--- config.mk ---
export PLATFORM = sky130hd
export DESIGN_NAME = decl_check_top
export DESIGN_NICKNAME = d
export VERILOG_FILES = /design/src/verilog/decl_check_pkg.sv /design/src/verilog/decl_check_regs.sv /design/src/verilog/decl_check_top.sv /design/src/verilog/decl_checker.sv
export VERILOG_INCLUDE_DIRS = /design/src /design/src/verilog
export SDC_FILE = /design/constraint.sdc
export NUM_CORES = 1
export LEC_CHECK = 0
export BUFFER_PORTS_ARGS = -buffer_cell sky130_fd_sc_hd__buf_4
export CAP_MARGIN = 20
export CORE_MARGIN = 2
export CORE_UTILIZATION = 60
export DETAILED_ROUTE_END_ITERATION = 12
export GPL_ROUTABILITY_DRIVEN = 0
export PLACE_DENSITY = 0.87
export SLEW_MARGIN = 20
export SYNTH_ARGS = -nofsm -noshare
export SYNTH_HDL_FRONTEND = slang
export SYNTH_SLANG_ARGS = --single-unit
--- constraint.sdc ---
create_clock -name clk -period 3.9 [get_ports clk]
set_clock_uncertainty 0.15 [all_clocks]
set_input_delay 0.78 -clock clk [delete_from_list [all_inputs] [get_ports clk]]
set_output_delay 0.78 -clock clk [all_outputs]
set_load 0.03 [all_outputs]
--- src/verilog/decl_check_defines.svh ---
`ifndef DECL_CHECK_DEFINES_SVH
`define DECL_CHECK_DEFINES_SVH

//////////////////////////////////////////////////
// Widths
//////////////////////////////////////////////////

`define DC_COUNT_W 16
`define DC_DATA_W  16
`define DC_ADDR_W  2

//////////////////////////////////////////////////
// Register map
//////////////////////////////////////////////////

`define DC_REG_CTRL   2'd0
`define DC_REG_ACCEPT 2'd1
`define DC_REG_REJECT 2'd2
`define DC_REG_REASON 2'd3

`endif

--- src/verilog/decl_check_pkg.sv ---
`include "decl_check_defines.svh"

package decl_check_pkg;

	// Plain vector types
	typedef logic [7:0]              char_t;
	typedef logic [`DC_COUNT_W-1:0]  count_t;
	typedef logic [`DC_DATA_W-1:0]   reg_data_t;
	typedef logic [`DC_ADDR_W-1:0]   reg_addr_t;

	// Why a declaration was thrown out
	typedef enum logic [2:0] {
		REASON_NONE            = 3'd0,
		REASON_BAD_KEYWORD     = 3'd1,
		REASON_NO_SPACE        = 3'd2,
		REASON_BAD_IDENT_START = 3'd3,
		REASON_BAD_IDENT_CHAR  = 3'd4,
		REASON_RESERVED_IDENT  = 3'd5
	} reason_t;

	// Recognizer states
	typedef enum logic [3:0] {
		ST_IDLE,
		ST_KW_I,
		ST_KW_N,
		ST_KW_T,
		ST_GAP,
		ST_IDENT,
		ST_IDENT_I,
		ST_IDENT_N,
		ST_IDENT_T,
		ST_TAIL,
		ST_SKIP
	} decl_state_t;

	// One-cycle verdict for a finished declaration
	typedef struct packed {
		logic    accept;
		logic    reject;
		reason_t reason;
	} decl_result_t;

endpackage

--- src/verilog/decl_check_regs.sv ---
`timescale 1ns/100ps
`include "decl_check_defines.svh"

module decl_check_regs import decl_check_pkg::*; (
	input  logic         clk,
	input  logic         reset,
	input  reg_addr_t    reg_addr,
	input  logic         reg_wr,
	input  reg_data_t    reg_wdata,
	input  logic         reg_rd,
	output reg_data_t    reg_rdata,
	input  decl_result_t result,
	output logic         enable
);

	localparam count_t COUNT_MAX = '1;

	count_t  accept_cnt;
	count_t  reject_cnt;
	reason_t last_reason;
	logic    ctrl_wr;
	logic    clear;

	//////////////////////////////////////////////////
	// Write decode
	//////////////////////////////////////////////////

	assign ctrl_wr = reg_wr && (reg_addr == `DC_REG_CTRL);
	// Bit 1 of CTRL is a self-clearing command
	assign clear   = ctrl_wr && reg_wdata[1];

	always_ff @(posedge clk) begin
		if (reset) begin
			enable <= 1'b0;
		end else if (ctrl_wr) begin
			enable <= reg_wdata[0];
		end
	end

	//////////////////////////////////////////////////
	// Counters and last reason
	//////////////////////////////////////////////////

	always_ff @(posedge clk) begin
		if (reset || clear) begin
			accept_cnt <= '0;
		end else if (result.accept && accept_cnt != COUNT_MAX) begin
			accept_cnt <= accept_cnt + 1'b1;
		end
	end

	always_ff @(posedge clk) begin
		if (reset || clear) begin
			reject_cnt <= '0;
		end else if (result.reject && reject_cnt != COUNT_MAX) begin
			reject_cnt <= reject_cnt + 1'b1;
		end
	end

	always_ff @(posedge clk) begin
		if (reset || clear) begin
			last_reason <= REASON_NONE;
		end else if (result.reject) begin
			last_reason <= result.reason;
		end
	end

	//////////////////////////////////////////////////
	// Read mux
	//////////////////////////////////////////////////

	// Data shows up the cycle after the strobe and holds until the next read
	always_ff @(posedge clk) begin
		if (reset) begin
			reg_rdata <= '0;
		end else if (reg_rd) begin
			case (reg_addr)
				`DC_REG_CTRL: begin
					reg_rdata <= reg_data_t'(enable);
				end
				`DC_REG_ACCEPT: begin
					reg_rdata <= reg_data_t'(accept_cnt);
				end
				`DC_REG_REJECT: begin
					reg_rdata <= reg_data_t'(reject_cnt);
				end
				`DC_REG_REASON: begin
					reg_rdata <= reg_data_t'(last_reason);
				end
				default: begin
					reg_rdata <= '0;
				end
			endcase
		end
	end

endmodule

--- src/verilog/decl_check_top.sv ---
`timescale 1ns/100ps

module decl_check_top import decl_check_pkg::*; (
	input  logic         clk,
	input  logic         reset,

	// Character stream
	input  char_t        ch,

	// Register port
	input  reg_addr_t    reg_addr,
	input  logic         reg_wr,
	input  reg_data_t    reg_wdata,
	input  logic         reg_rd,
	output reg_data_t    reg_rdata,

	// Per-declaration verdict
	output decl_result_t result
);

	logic enable;

	//////////////////////////////////////////////////
	// Recognizer
	//////////////////////////////////////////////////

	decl_checker u_checker (
		.clk    (clk),
		.reset  (reset),
		.enable (enable),
		.ch     (ch),
		.result (result)
	);

	//////////////////////////////////////////////////
	// Control and status
	//////////////////////////////////////////////////

	// Counts the verdicts and owns the enable bit
	decl_check_regs u_regs (
		.clk       (clk),
		.reset     (reset),
		.reg_addr  (reg_addr),
		.reg_wr    (reg_wr),
		.reg_wdata (reg_wdata),
		.reg_rd    (reg_rd),
		.reg_rdata (reg_rdata),
		.result    (result),
		.enable    (enable)
	);

endmodule

--- src/verilog/decl_checker.sv ---
`timescale 1ns/100ps

module decl_checker import decl_check_pkg::*; (
	input  logic         clk,
	input  logic         reset,
	input  logic         enable,
	input  char_t        ch,
	output decl_result_t result
);

	//////////////////////////////////////////////////
	// Character classes
	//////////////////////////////////////////////////

	logic is_alpha;
	logic is_digit;
	logic is_under;
	logic is_space;
	logic is_semi;
	logic is_ident_start;
	logic is_ident_char;

	assign is_alpha       = (ch >= "a" && ch <= "z") || (ch >= "A" && ch <= "Z");
	assign is_digit       = (ch >= "0" && ch <= "9");
	assign is_under       = (ch == "_");
	assign is_space       = (ch == " ");
	assign is_semi        = (ch == ";");
	assign is_ident_start = is_alpha || is_under;
	assign is_ident_char  = is_ident_start || is_digit;

	//////////////////////////////////////////////////
	// Next state
	//////////////////////////////////////////////////

	decl_state_t state;
	decl_state_t state_next;
	logic        accept_next;
	logic        fail;
	reason_t     fail_reason;

	always_comb begin
		state_next  = state;
		accept_next = 1'b0;
		fail        = 1'b0;
		fail_reason = REASON_NONE;

		case (state)
			ST_IDLE: begin
				// Leading spaces are fine, a bare semicolon is not
				if (is_space) begin
					state_next = ST_IDLE;
				end else if (ch == "i") begin
					state_next = ST_KW_I;
				end else begin
					fail        = 1'b1;
					fail_reason = REASON_BAD_KEYWORD;
				end
			end

			ST_KW_I: begin
				if (ch == "n") begin
					state_next = ST_KW_N;
				end else begin
					fail        = 1'b1;
					fail_reason = REASON_BAD_KEYWORD;
				end
			end

			ST_KW_N: begin
				if (ch == "t") begin
					state_next = ST_KW_T;
				end else begin
					fail        = 1'b1;
					fail_reason = REASON_BAD_KEYWORD;
				end
			end

			ST_KW_T: begin
				// Keyword must be followed by at least one space
				if (is_space) begin
					state_next = ST_GAP;
				end else begin
					fail        = 1'b1;
					fail_reason = REASON_NO_SPACE;
				end
			end

			ST_GAP: begin
				if (is_space) begin
					state_next = ST_GAP;
				end else if (ch == "i") begin
					state_next = ST_IDENT_I;
				end else if (is_ident_start) begin
					state_next = ST_IDENT;
				end else begin
					fail        = 1'b1;
					fail_reason = REASON_BAD_IDENT_START;
				end
			end

			ST_IDENT_I, ST_IDENT_N, ST_IDENT_T: begin
				// Name still looks like the keyword
				if (state == ST_IDENT_I && ch == "n") begin
					state_next = ST_IDENT_N;
				end else if (state == ST_IDENT_N && ch == "t") begin
					state_next = ST_IDENT_T;
				end else if (is_ident_char) begin
					state_next = ST_IDENT;
				end else if (state == ST_IDENT_T && (is_space || is_semi)) begin
					fail        = 1'b1;
					fail_reason = REASON_RESERVED_IDENT;
				end else if (is_space) begin
					state_next = ST_TAIL;
				end else if (is_semi) begin
					state_next  = ST_IDLE;
					accept_next = 1'b1;
				end else begin
					fail        = 1'b1;
					fail_reason = REASON_BAD_IDENT_CHAR;
				end
			end

			ST_IDENT: begin
				if (is_ident_char) begin
					state_next = ST_IDENT;
				end else if (is_space) begin
					state_next = ST_TAIL;
				end else if (is_semi) begin
					state_next  = ST_IDLE;
					accept_next = 1'b1;
				end else begin
					fail        = 1'b1;
					fail_reason = REASON_BAD_IDENT_CHAR;
				end
			end

			ST_TAIL: begin
				// Only spaces may sit between the name and the semicolon
				if (is_space) begin
					state_next = ST_TAIL;
				end else if (is_semi) begin
					state_next  = ST_IDLE;
					accept_next = 1'b1;
				end else begin
					fail        = 1'b1;
					fail_reason = REASON_BAD_IDENT_CHAR;
				end
			end

			ST_SKIP: begin
				if (is_semi) begin
					state_next = ST_IDLE;
				end
			end

			default: begin
				state_next = ST_IDLE;
			end
		endcase

		// A rejecting semicolon already closes the declaration
		if (fail) begin
			state_next = is_semi ? ST_IDLE : ST_SKIP;
		end
	end

	//////////////////////////////////////////////////
	// State and result registers
	//////////////////////////////////////////////////

	always_ff @(posedge clk) begin
		if (reset) begin
			state         <= ST_IDLE;
			result.accept <= 1'b0;
			result.reject <= 1'b0;
			result.reason <= REASON_NONE;
		end else if (enable) begin
			state         <= state_next;
			result.accept <= accept_next;
			result.reject <= fail;
			result.reason <= fail_reason;
		end else begin
			// Hold state and keep pulses low while the stream is paused
			result.accept <= 1'b0;
			result.reject <= 1'b0;
			result.reason <= REASON_NONE;
		end
	end

endmodule
Yosys cells after proc, flatten, opt, wreduce, memory -nomap -nowiden:

Cells that the tools add are included.

* logic and storage cells: 124
* bits in registers: 61
* input bits: 30
* output and inout port bits: 21

* eq/ne operators: 27
* multiplexer cells: 59
* bitwise logic cells: 1
* reductions and logical operators: 20
* order comparisons: 6
* $add $sub $neg: 2

Operator list (number)
* 2-to-1 mux 4 bit: 17
* case mux 16 bit (4 select lines): 1
* case mux 4 bit (9 select lines): 1
* adder 16 x 1 -> 16 bit (second input constant): 2
* equality test 8 x 7 -> 1 bit (second input constant): 4
* != test 16 bit (second input constant): 2
* 2-to-1 mux 3 bit: 10
* 2-to-1 mux 1 bit: 25
* case mux 3 bit (8 select lines): 1
* equality test 4 x 3 -> 1 bit (second input constant): 4
* equality test 8 x 6 -> 1 bit (second input constant): 2
* >= comparator 8 x 7 -> 1 bit (second input constant): 2
* <= comparator 8 x 7 -> 1 bit (second input constant): 2
* equality test 4 bit (second input constant): 3
* logical AND 1 bit: 10
* != test 3 x 1 -> 1 bit (second input constant): 3
* equality test 4 x 2 -> 1 bit (second input constant): 2
* >= comparator 8 x 6 -> 1 bit (second input constant): 1
* <= comparator 8 x 6 -> 1 bit (second input constant): 1
* case mux 1 bit (8 select lines): 1
* AND reduction 7 bit: 1
* != test 6 x 2 -> 1 bit (second input constant): 1
* logical OR 1 bit: 5
* != test 5 x 1 -> 1 bit (second input constant): 1
* 11 further kinds: 13

Logic depth before layout (Yosys ltp):

Gate-level depths: netlist of run 1.

* depth after elaboration: 11
* depth in mapped cells: 9

Hierarchy:

Synthesis of run 1 repeated with hierarchy kept, for this count alone.

* cells, all modules: 417
* area, all modules: 3518.4 µm²

By module, submodules not included
* decl_check_regs: area an instance 2439.8 µm², times used 1, seq. area each 1041.0 µm², cells an instance 283
* decl_checker: area an instance 1078.5 µm², times used 1, seq. area each 180.2 µm², cells an instance 134

Worst setup path before layout of run 1:

OpenSTA, ideal clock, no wires.

* path kind: in2reg
* start point: in ch[4]
* end point: reg u_checker.state[1]
* path slack: 0.968 ns
* setup time: 0.117 ns
* arrival time: 2.665 ns
* required time: 3.633 ns
* stages on the path: 7
* path through: buf_2 > or4_4 > o32ai_4 > o22ai_4 > or4_4 > a41o_1 > a32o_1

* cells in the longest elaborated chain, start to end: 11
* elaborated cells on any way between the ends: 58
* those cells by class: 6 x order compare; 12 x eq/ne; 29 x mux; 11 x reduce/logical

RTL lines
* from (decl): RTL line decl_check_top.sv:8 `input char_t ch,`
* >= comparator 8 x 7 -> 1 bit or <= comparator 8 x 7 -> 1 bit (tied branches): RTL line decl_checker.sv:23 `assign is_alpha = (ch >= "a" && ch <= "z") || (ch >= "A" && ch <= "Z");`
* logical AND 1 bit: RTL line decl_checker.sv:23
* logical OR 1 bit: RTL line decl_checker.sv:23
* logical OR 1 bit: RTL line decl_checker.sv:28 `assign is_ident_start = is_alpha || is_under;`
* logical OR 1 bit: RTL line decl_checker.sv:29 `assign is_ident_char = is_ident_start || is_digit;`
* 2-to-1 mux 1 bit: RTL line decl_checker.sv:107 `end else if (is_ident_char) begin`
* 2-to-1 mux 1 bit: RTL line decl_checker.sv:105 `end else if (state == ST_IDENT_N && ch == "t") begin`
* 2-to-1 mux 1 bit: RTL line decl_checker.sv:103 `if (state == ST_IDENT_I && ch == "n") begin`
* case mux 1 bit (8 select lines): RTL line decl_checker.sv:47 `case (state)`
* != test 6 x 2 -> 1 bit (no line) (tied with other cells)
* AND reduction 7 bit (no line)
* to (signal assigned): RTL line decl_checker.sv:178 `state <= state_next;`
* to (decl): RTL line decl_checker.sv:35 `decl_state_t state;`

Several ways; a longest one is shown, not always the timed one. The select of a mux whose other input is x is not followed.
A chain may end at the register's enable or synchronous reset.

Worst setup path in the final report of run 1:

* start point: in ch[0]
* end point: reg u_checker.state[3]

The elaborated chain is that of the path after synthesis.

==> flow_summary.toml, run 1 <==
[outcome]
status = "complete, no violations"

[run]
cap_violations = 0

[yosys]
ys_async_sr_fraction_pct = 0
ys_warn_count = 0
ys_ff_latch = 61
synth_edf_count = 0
ys_types = 75
synth_fp_nets = 426
yosysSeqAreaShare_pct = 36.2
synth_flop_cell = "dfxtp_1"
synth_area_um2 = 3370
syn_inst = 394
syn_avg_cell_area_um2 = 8.56

[finish]
nets = 449
drive_gt1_share_pct = 18.3
fillers = 421
syn_to_final_growth_pct = 12.3
antenna_cells = 0

[grt]
grt_pass1_vias = 2855
grt_overflow = 0
grt_usage_pct = 27.3
grt_pass1_wl_mm = 13.3
grt_max_degree = 36
antenna_found_initial = 0

[route]
first_pass_iters = 5
wl_per_cell_um = 16.4
drt_iter0_drc = 248
drc = 0
finalWirelength_mm = 8.10
num_vias = 3090
avgViaCountPerCell = 6.27
detail-route-antenna-nets = 0

[worst_hold_path]
min_to = "u_regs.reg_rdata[7]"
holdCritStartpoint = "u_regs.reg_rdata[7]"
hold_path.class = "reg -> reg"
whs_path_depth = 2

[floorplanning]
core_area_um2 = 5470
rows = 27
start_util_pct = 61.6
die_w_um = 79.0
die_y_um = 79.0
ios = 51
die-area_um2 = 6230

[sta]
relSlewSlack_pct = 30.2
min_period_over_period_pct = 72.3
rsz0062_at_grt = "false"
setup_viol = 0
tightest_slew_ns = 1.04
fin_hold_ws_ns = 0.340
setup_ws_ns = 1.08
fmax_mhz = 354
min_period_ns = 2.82
hold_violations = 0
finalSetupTns_ns = 0
final-max-slew-violation-count = 0

[place]
dp_slack_ns = 0.729
numPortBuffers = 36
dp_hpwl_mm = 5.76

[clock_tree]
cts_tree = "done"
root_buffer = "clkbuf_8"
cts_resized = 0
hold_buffers = 0
post-cts-setup-buffer-count = 0
clk_pin_slew_ns = 0.07
ctsLongestPathBuffers = 2
cts.sinks = 61
insertion_delay_ns = 0.34
htreeDepth = 3
numCtsBuffers = 9

[critical_path]
r2r_end = "u_checker.state[3]"
rr_startpoint = "u_checker.state[2]"
cp_max_fo = 12
rrSetupSlack_ns = 1.39
cp-start-kind = "input pin"
critPathRequiredTime_ns = 3.98
r2r.worst_path.cells = 5
worst-setup-path-type = "in -> reg"
arrival_ns = 2.91
end_kind = "flip-flop"

[power_and_ir_drop]
p_per_area_nw_per_um2 = 344
vdd_drop_max_uv = 271
p_leak_nw = 1.30
[worst max-delay path, cell delays in order]
cell and delay (ns):
buf_4 0.15, or4_4 0.57, o32ai_4 0.19, o22ai_4 0.15
or4_4 0.59, a41o_1 0.25, a32o_1 0.22
[per-stage QoR]
stage	area, um2	instances	utilization (%)	total power [W]
5_1_grt	3790	493	69.2	0.00134
3_5_place_dp	3610	478	65.9	0.000790
3_3_place_gp	3610	478	65.9	0.000786
6_report	3790	493	69.2	0.00130
2_1_floorplan	3370	394	-	0.000749
4_1_cts	3790	493	69.2	0.00130
[state kept, by name (all words and copies together), names as in the netlist]
signal              cells
u_checker.result        5
u_checker.state         4
u_regs.accept_cnt      16
u_regs.enable           1
u_regs.last_reason      3
u_regs.reg_rdata       16
u_regs.reject_cnt      16
[cells by family (layout without fill, tap and decap cells)]
| family | Yosys count | in the layout | synth area share (%) |
|---|---|---|---|
| DFF | 61 | 61 | 36.2 |
| buffers and inverters | 34 | 61 | 5.05 |
| xor gates and xnor gates | 21 | 21 | 5.46 |
| and+or+nand+nor | 168 | 168 | 26.7 |
| adders and majority gates | 2 | 2 | 0.742 |
| muxes | 12 | 12 | 4.01 |
| AOI/OAI and AO/OA | 96 | 96 | 21.8 |
[synth_stat cells (all sizes together) (3+ instances only)]
cell type | number | area [um2]
and4b | 3 | 31.3
nor2b | 6 | 37.5
nand2 | 25 | 93.8
a211oi | 18 | 135
clkbuf | 20 | 95.1
or3 | 9 | 57.6
and4 | 5 | 45.0
and3 | 4 | 26.3
nor4 | 5 | 37.5
a22oi | 15 | 113
inv | 8 | 30.0
nor2 | 57 | 214
nand3 | 11 | 55.1
nor3 | 9 | 45.0
a311oi | 3 | 26.3
a21o | 3 | 22.5
dfxtp | 61 | 1220
o21bai | 3 | 22.5
buf | 5 | 33.8
nand4 | 12 | 75.1
xor2 | 12 | 105
mux2i | 9 | 90.1
nand2b | 5 | 31.3
xnor2 | 9 | 78.8
a21oi | 15 | 75.1
o21ai | 12 | 60.1
[where the power goes]
part	switching [W]	internal [W]	total, W
Sequential	0.0000102	0.000633	0.000643
Clock	0.000236	0.000288	0.000524
Combinational	0.0000822	0.0000523	0.000135
Total	0.000329	0.000973	0.00130
[final cells by class]
type                    count  area, um2  area share [%]
well taps                  72       90.1            2.38
clock inverters             5       52.6            1.39
clock buffers              10        128            3.37
inverters                   8       30.0           0.793
flip-flops and latches     61       1220            32.3
repair buffers             38        285            7.53
multi-input cells         299       1980            52.3
[placed cells by master, fill, tap and decap left out, types with 4 or more instances in the layout]
cell type / Yosys / routed
nor2b_1: 6 / 6
o21ai_0: 12 / 12
xor2_1: 12 / 12
nand2b_1: 5 / 5
nor3_1: 9 / 9
clkbuf_8: 2 / 9
nand2_1: 25 / 25
xnor2_1: 9 / 9
nand3_1: 11 / 11
mux2i_1: 9 / 9
dfxtp_1: 61 / 61
nor2_1: 57 / 57
nand4_1: 12 / 12
nor4_1: 4 / 4
and4_1: 4 / 4
a21oi_1: 15 / 15
a211oi_1: 18 / 18
or3_1: 8 / 8
buf_4: 1 / 38
inv_1: 8 / 8
a22oi_1: 15 / 15
[worst max-delay path by stage]
stage / start / endpoint / slack (ns)
after CTS: ch[0] / u_checker.state[3] / 1.09
final: ch[0] / u_checker.state[3] / 1.08
after global placement: ch[0] / u_checker.state[3] / 0.76
after floorplan: ch[4] / u_checker.state[1] / 0.97
after detailed placement: ch[0] / u_checker.state[3] / 0.73
after global routing: ch[0] / u_checker.state[0] / 0.94
[metal layers]
| layer | vias to the layer above | global-route usage [%] | part of all wire, % |
|---|---|---|---|
| met5 | - | 0 | 0 |
| met4 | 0 | 14.3 | 2.5 |
| met3 | 19 | 3.64 | 5.7 |
| met2 | 132 | 48.6 | 51 |
| met1 | 1441 | 32.0 | 41 |
| li1 | 1498 | - | - |
(Power assumes the default switching activity.)
==> run 2, diff against run 1 <==
CORE_UTILIZATION = 57   (was 60)
PLACE_DENSITY = 0.84   (was 0.87)
clock period = 2.8 ns   (was 3.9 ns; I/O delays follow)
==> flow_summary.toml, run 2 (synthesis gave the netlist of run 1 again) <==
[route]
detail-route-antenna-nets = 0
drt_iter0_drc = 192
num_vias = 3225
drc = 0
wl_per_cell_um = 16.5
finalWirelength_mm = 8.49
avgViaCountPerCell = 6.29
first_pass_iters = 5

[sta]
min_period_over_period_pct = 88.0
tightest_slew_ns = 0.617
setup_viol = 0
finalSetupTns_ns = 0
hold_violations = 0
min_period_ns = 2.46
setup_ws_ns = 0.337
relSlewSlack_pct = 58.7
final-max-slew-violation-count = 0
rsz0062_at_grt = "false"
fin_hold_ws_ns = 0.315
fmax_mhz = 406

[critical_path]
cp-start-kind = "input pin"
end_kind = "flip-flop"
cp_max_fo = 4
rr_startpoint = "u_checker.state[3]"
arrival_ns = 2.54
r2r_end = "u_checker.state[3]"
crit_top_cell = "or4_4"
r2r.worst_path.cells = 6
slowest_delay_ns = 0.55
worst_path_max_delay_cell = "or4_4"
worst-setup-path-type = "in -> reg"
cp_cell_sequence = "buf_4, or4_4, o32ai_4, o22ai_4, or4_4, a41o_1, a32o_1"
critPathRequiredTime_ns = 2.88
rrSetupSlack_ns = 0.36

[grt]
grt_max_degree = 36
grt_overflow = 0
antenna_found_initial = 0
grt_usage_pct = 27.2
grt_pass1_wl_mm = 13.8
grt_pass1_vias = 2936

[worst_hold_path]
whs_path_depth = 3
min_to = "u_regs.enable"
hold_path.class = "in -> reg"
holdCritStartpoint = "reg_wdata[0]"

[floorplanning]
die_w_um = 80.9
die_y_um = 80.9
die-area_um2 = 6540
ios = 51
rows = 28
start_util_pct = 58.0
core_area_um2 = 5820

[power_and_ir_drop]
pwr-share-clk_pct = 41.0
vdd_drop_max_uv = 317
p_switching_w = 0.000466
p_int_w = 0.00139
p_per_area_nw_per_um2 = 474
comb_power_share_pct = 11.0
p_sw_share_pct = 25.0
p_leak_nw = 1.39
seqPwrFrac_pct = 48.0

[finish]
drive_gt1_share_pct = 21.5
fillers = 512
antenna_cells = 0
largestRegisters = "u_regs.accept_cnt (16), u_regs.reg_rdata (16), u_regs.reject_cnt (16)"
syn_to_final_growth_pct = 16.5
multi_input_area_um2 = 1980
seq_area_um2 = 1220
nets = 466
layout_common_cells = "dfxtp_1 (61), nor2_1 (57), buf_4 (55), nand2_1 (25), a211oi_1 (18)"
final_util_pct = 67.5
final_common_cell = "dfxtp_1"

[clock_tree]
ctsLongestPathBuffers = 2
post-cts-setup-buffer-count = 0
clk_pin_slew_ns = 0.06
hold_buffers = 0
numCtsBuffers = 9
root_buffer = "clkbuf_8"
cts_resized = 0
htreeDepth = 3
insertion_delay_ns = 0.34
cts_tree = "done"
cts.sinks = 61

[run]
cap_violations = 0

[place]
dp_hpwl_mm = 6.15
numPortBuffers = 36
dp_slack_ns = -0.0269

[outcome]
status = "complete, no violations"
[run 2: cell count changes in the layout (fill, tap and decap cells not counted)]
| cell | change |
|---|---|
| clkinv_2 | -1 |
| clkinv_4 | +1 |
| clkbuf_8 | +1 |
| clkinvlp_4 | -1 |
| buf_4 | +17 |
[run 2: cell type report]
type                    instances  share of cell area [%]
repair buffers                 55                    10.5
clock inverters                 4                    1.24
flip-flops and latches         61                    31.1
multi-input cells             299                    50.4
inverters                       8                   0.765
well taps                      75                    2.39
clock buffers                  11                    3.60
[run 2: metal layers]
layer / share of wire (%) / up-vias / track usage, %
li1: - / 1547 / -
met1: 39 / 1519 / 30.8
met2: 53 / 136 / 49.9
met3: 6.2 / 23 / 6.00
met4: 2.2 / 0 / 9.66
met5: 0 / - / 0
[run 2: metrics by stage]
step,power (W),area (um2),std cells
finish,0.00186,3930,513
global route,0.00193,3930,513
CTS,0.00187,3930,513
detailed placement,0.00112,3740,498
global placement,0.00111,3740,498
floorplan,0.00104,3370,394
[run 2: power by group through the flow]
stage               registers, W  logic (W)  clock network, W
finish                  0.000894   0.000204          0.000762
global route            0.000895   0.000220          0.000811
CTS                     0.000894   0.000203          0.000769
detailed placement      0.000913   0.000202                 0
global placement        0.000912   0.000197                 0
floorplan               0.000931   0.000113                 0
[run 2: how the worst max path moves through the flow]
stage | from | to | slack [ns] | cells past startpoint
6_report | ch[0] | u_checker.state[3] | 0.34 | 7
5_1_grt | u_checker.state[1] | u_checker.state[0] | 0.23 | 7
4_1_cts | ch[0] | u_checker.state[3] | 0.33 | 7
3_5_place_dp | ch[0] | u_checker.state[3] | -0.03 | 7
3_3_place_gp | ch[0] | u_checker.state[1] | 0.01 | 7
2_1_floorplan | ch[4] | u_checker.state[1] | 0.09 | 7
[run 2: critical path: cells and delay by family]
kind	cells	cell delay, ns
and+or+nand+nor	2	1.09
buffers and inverters	1	0.12
AOI/OAI and AO/OA	4	0.77
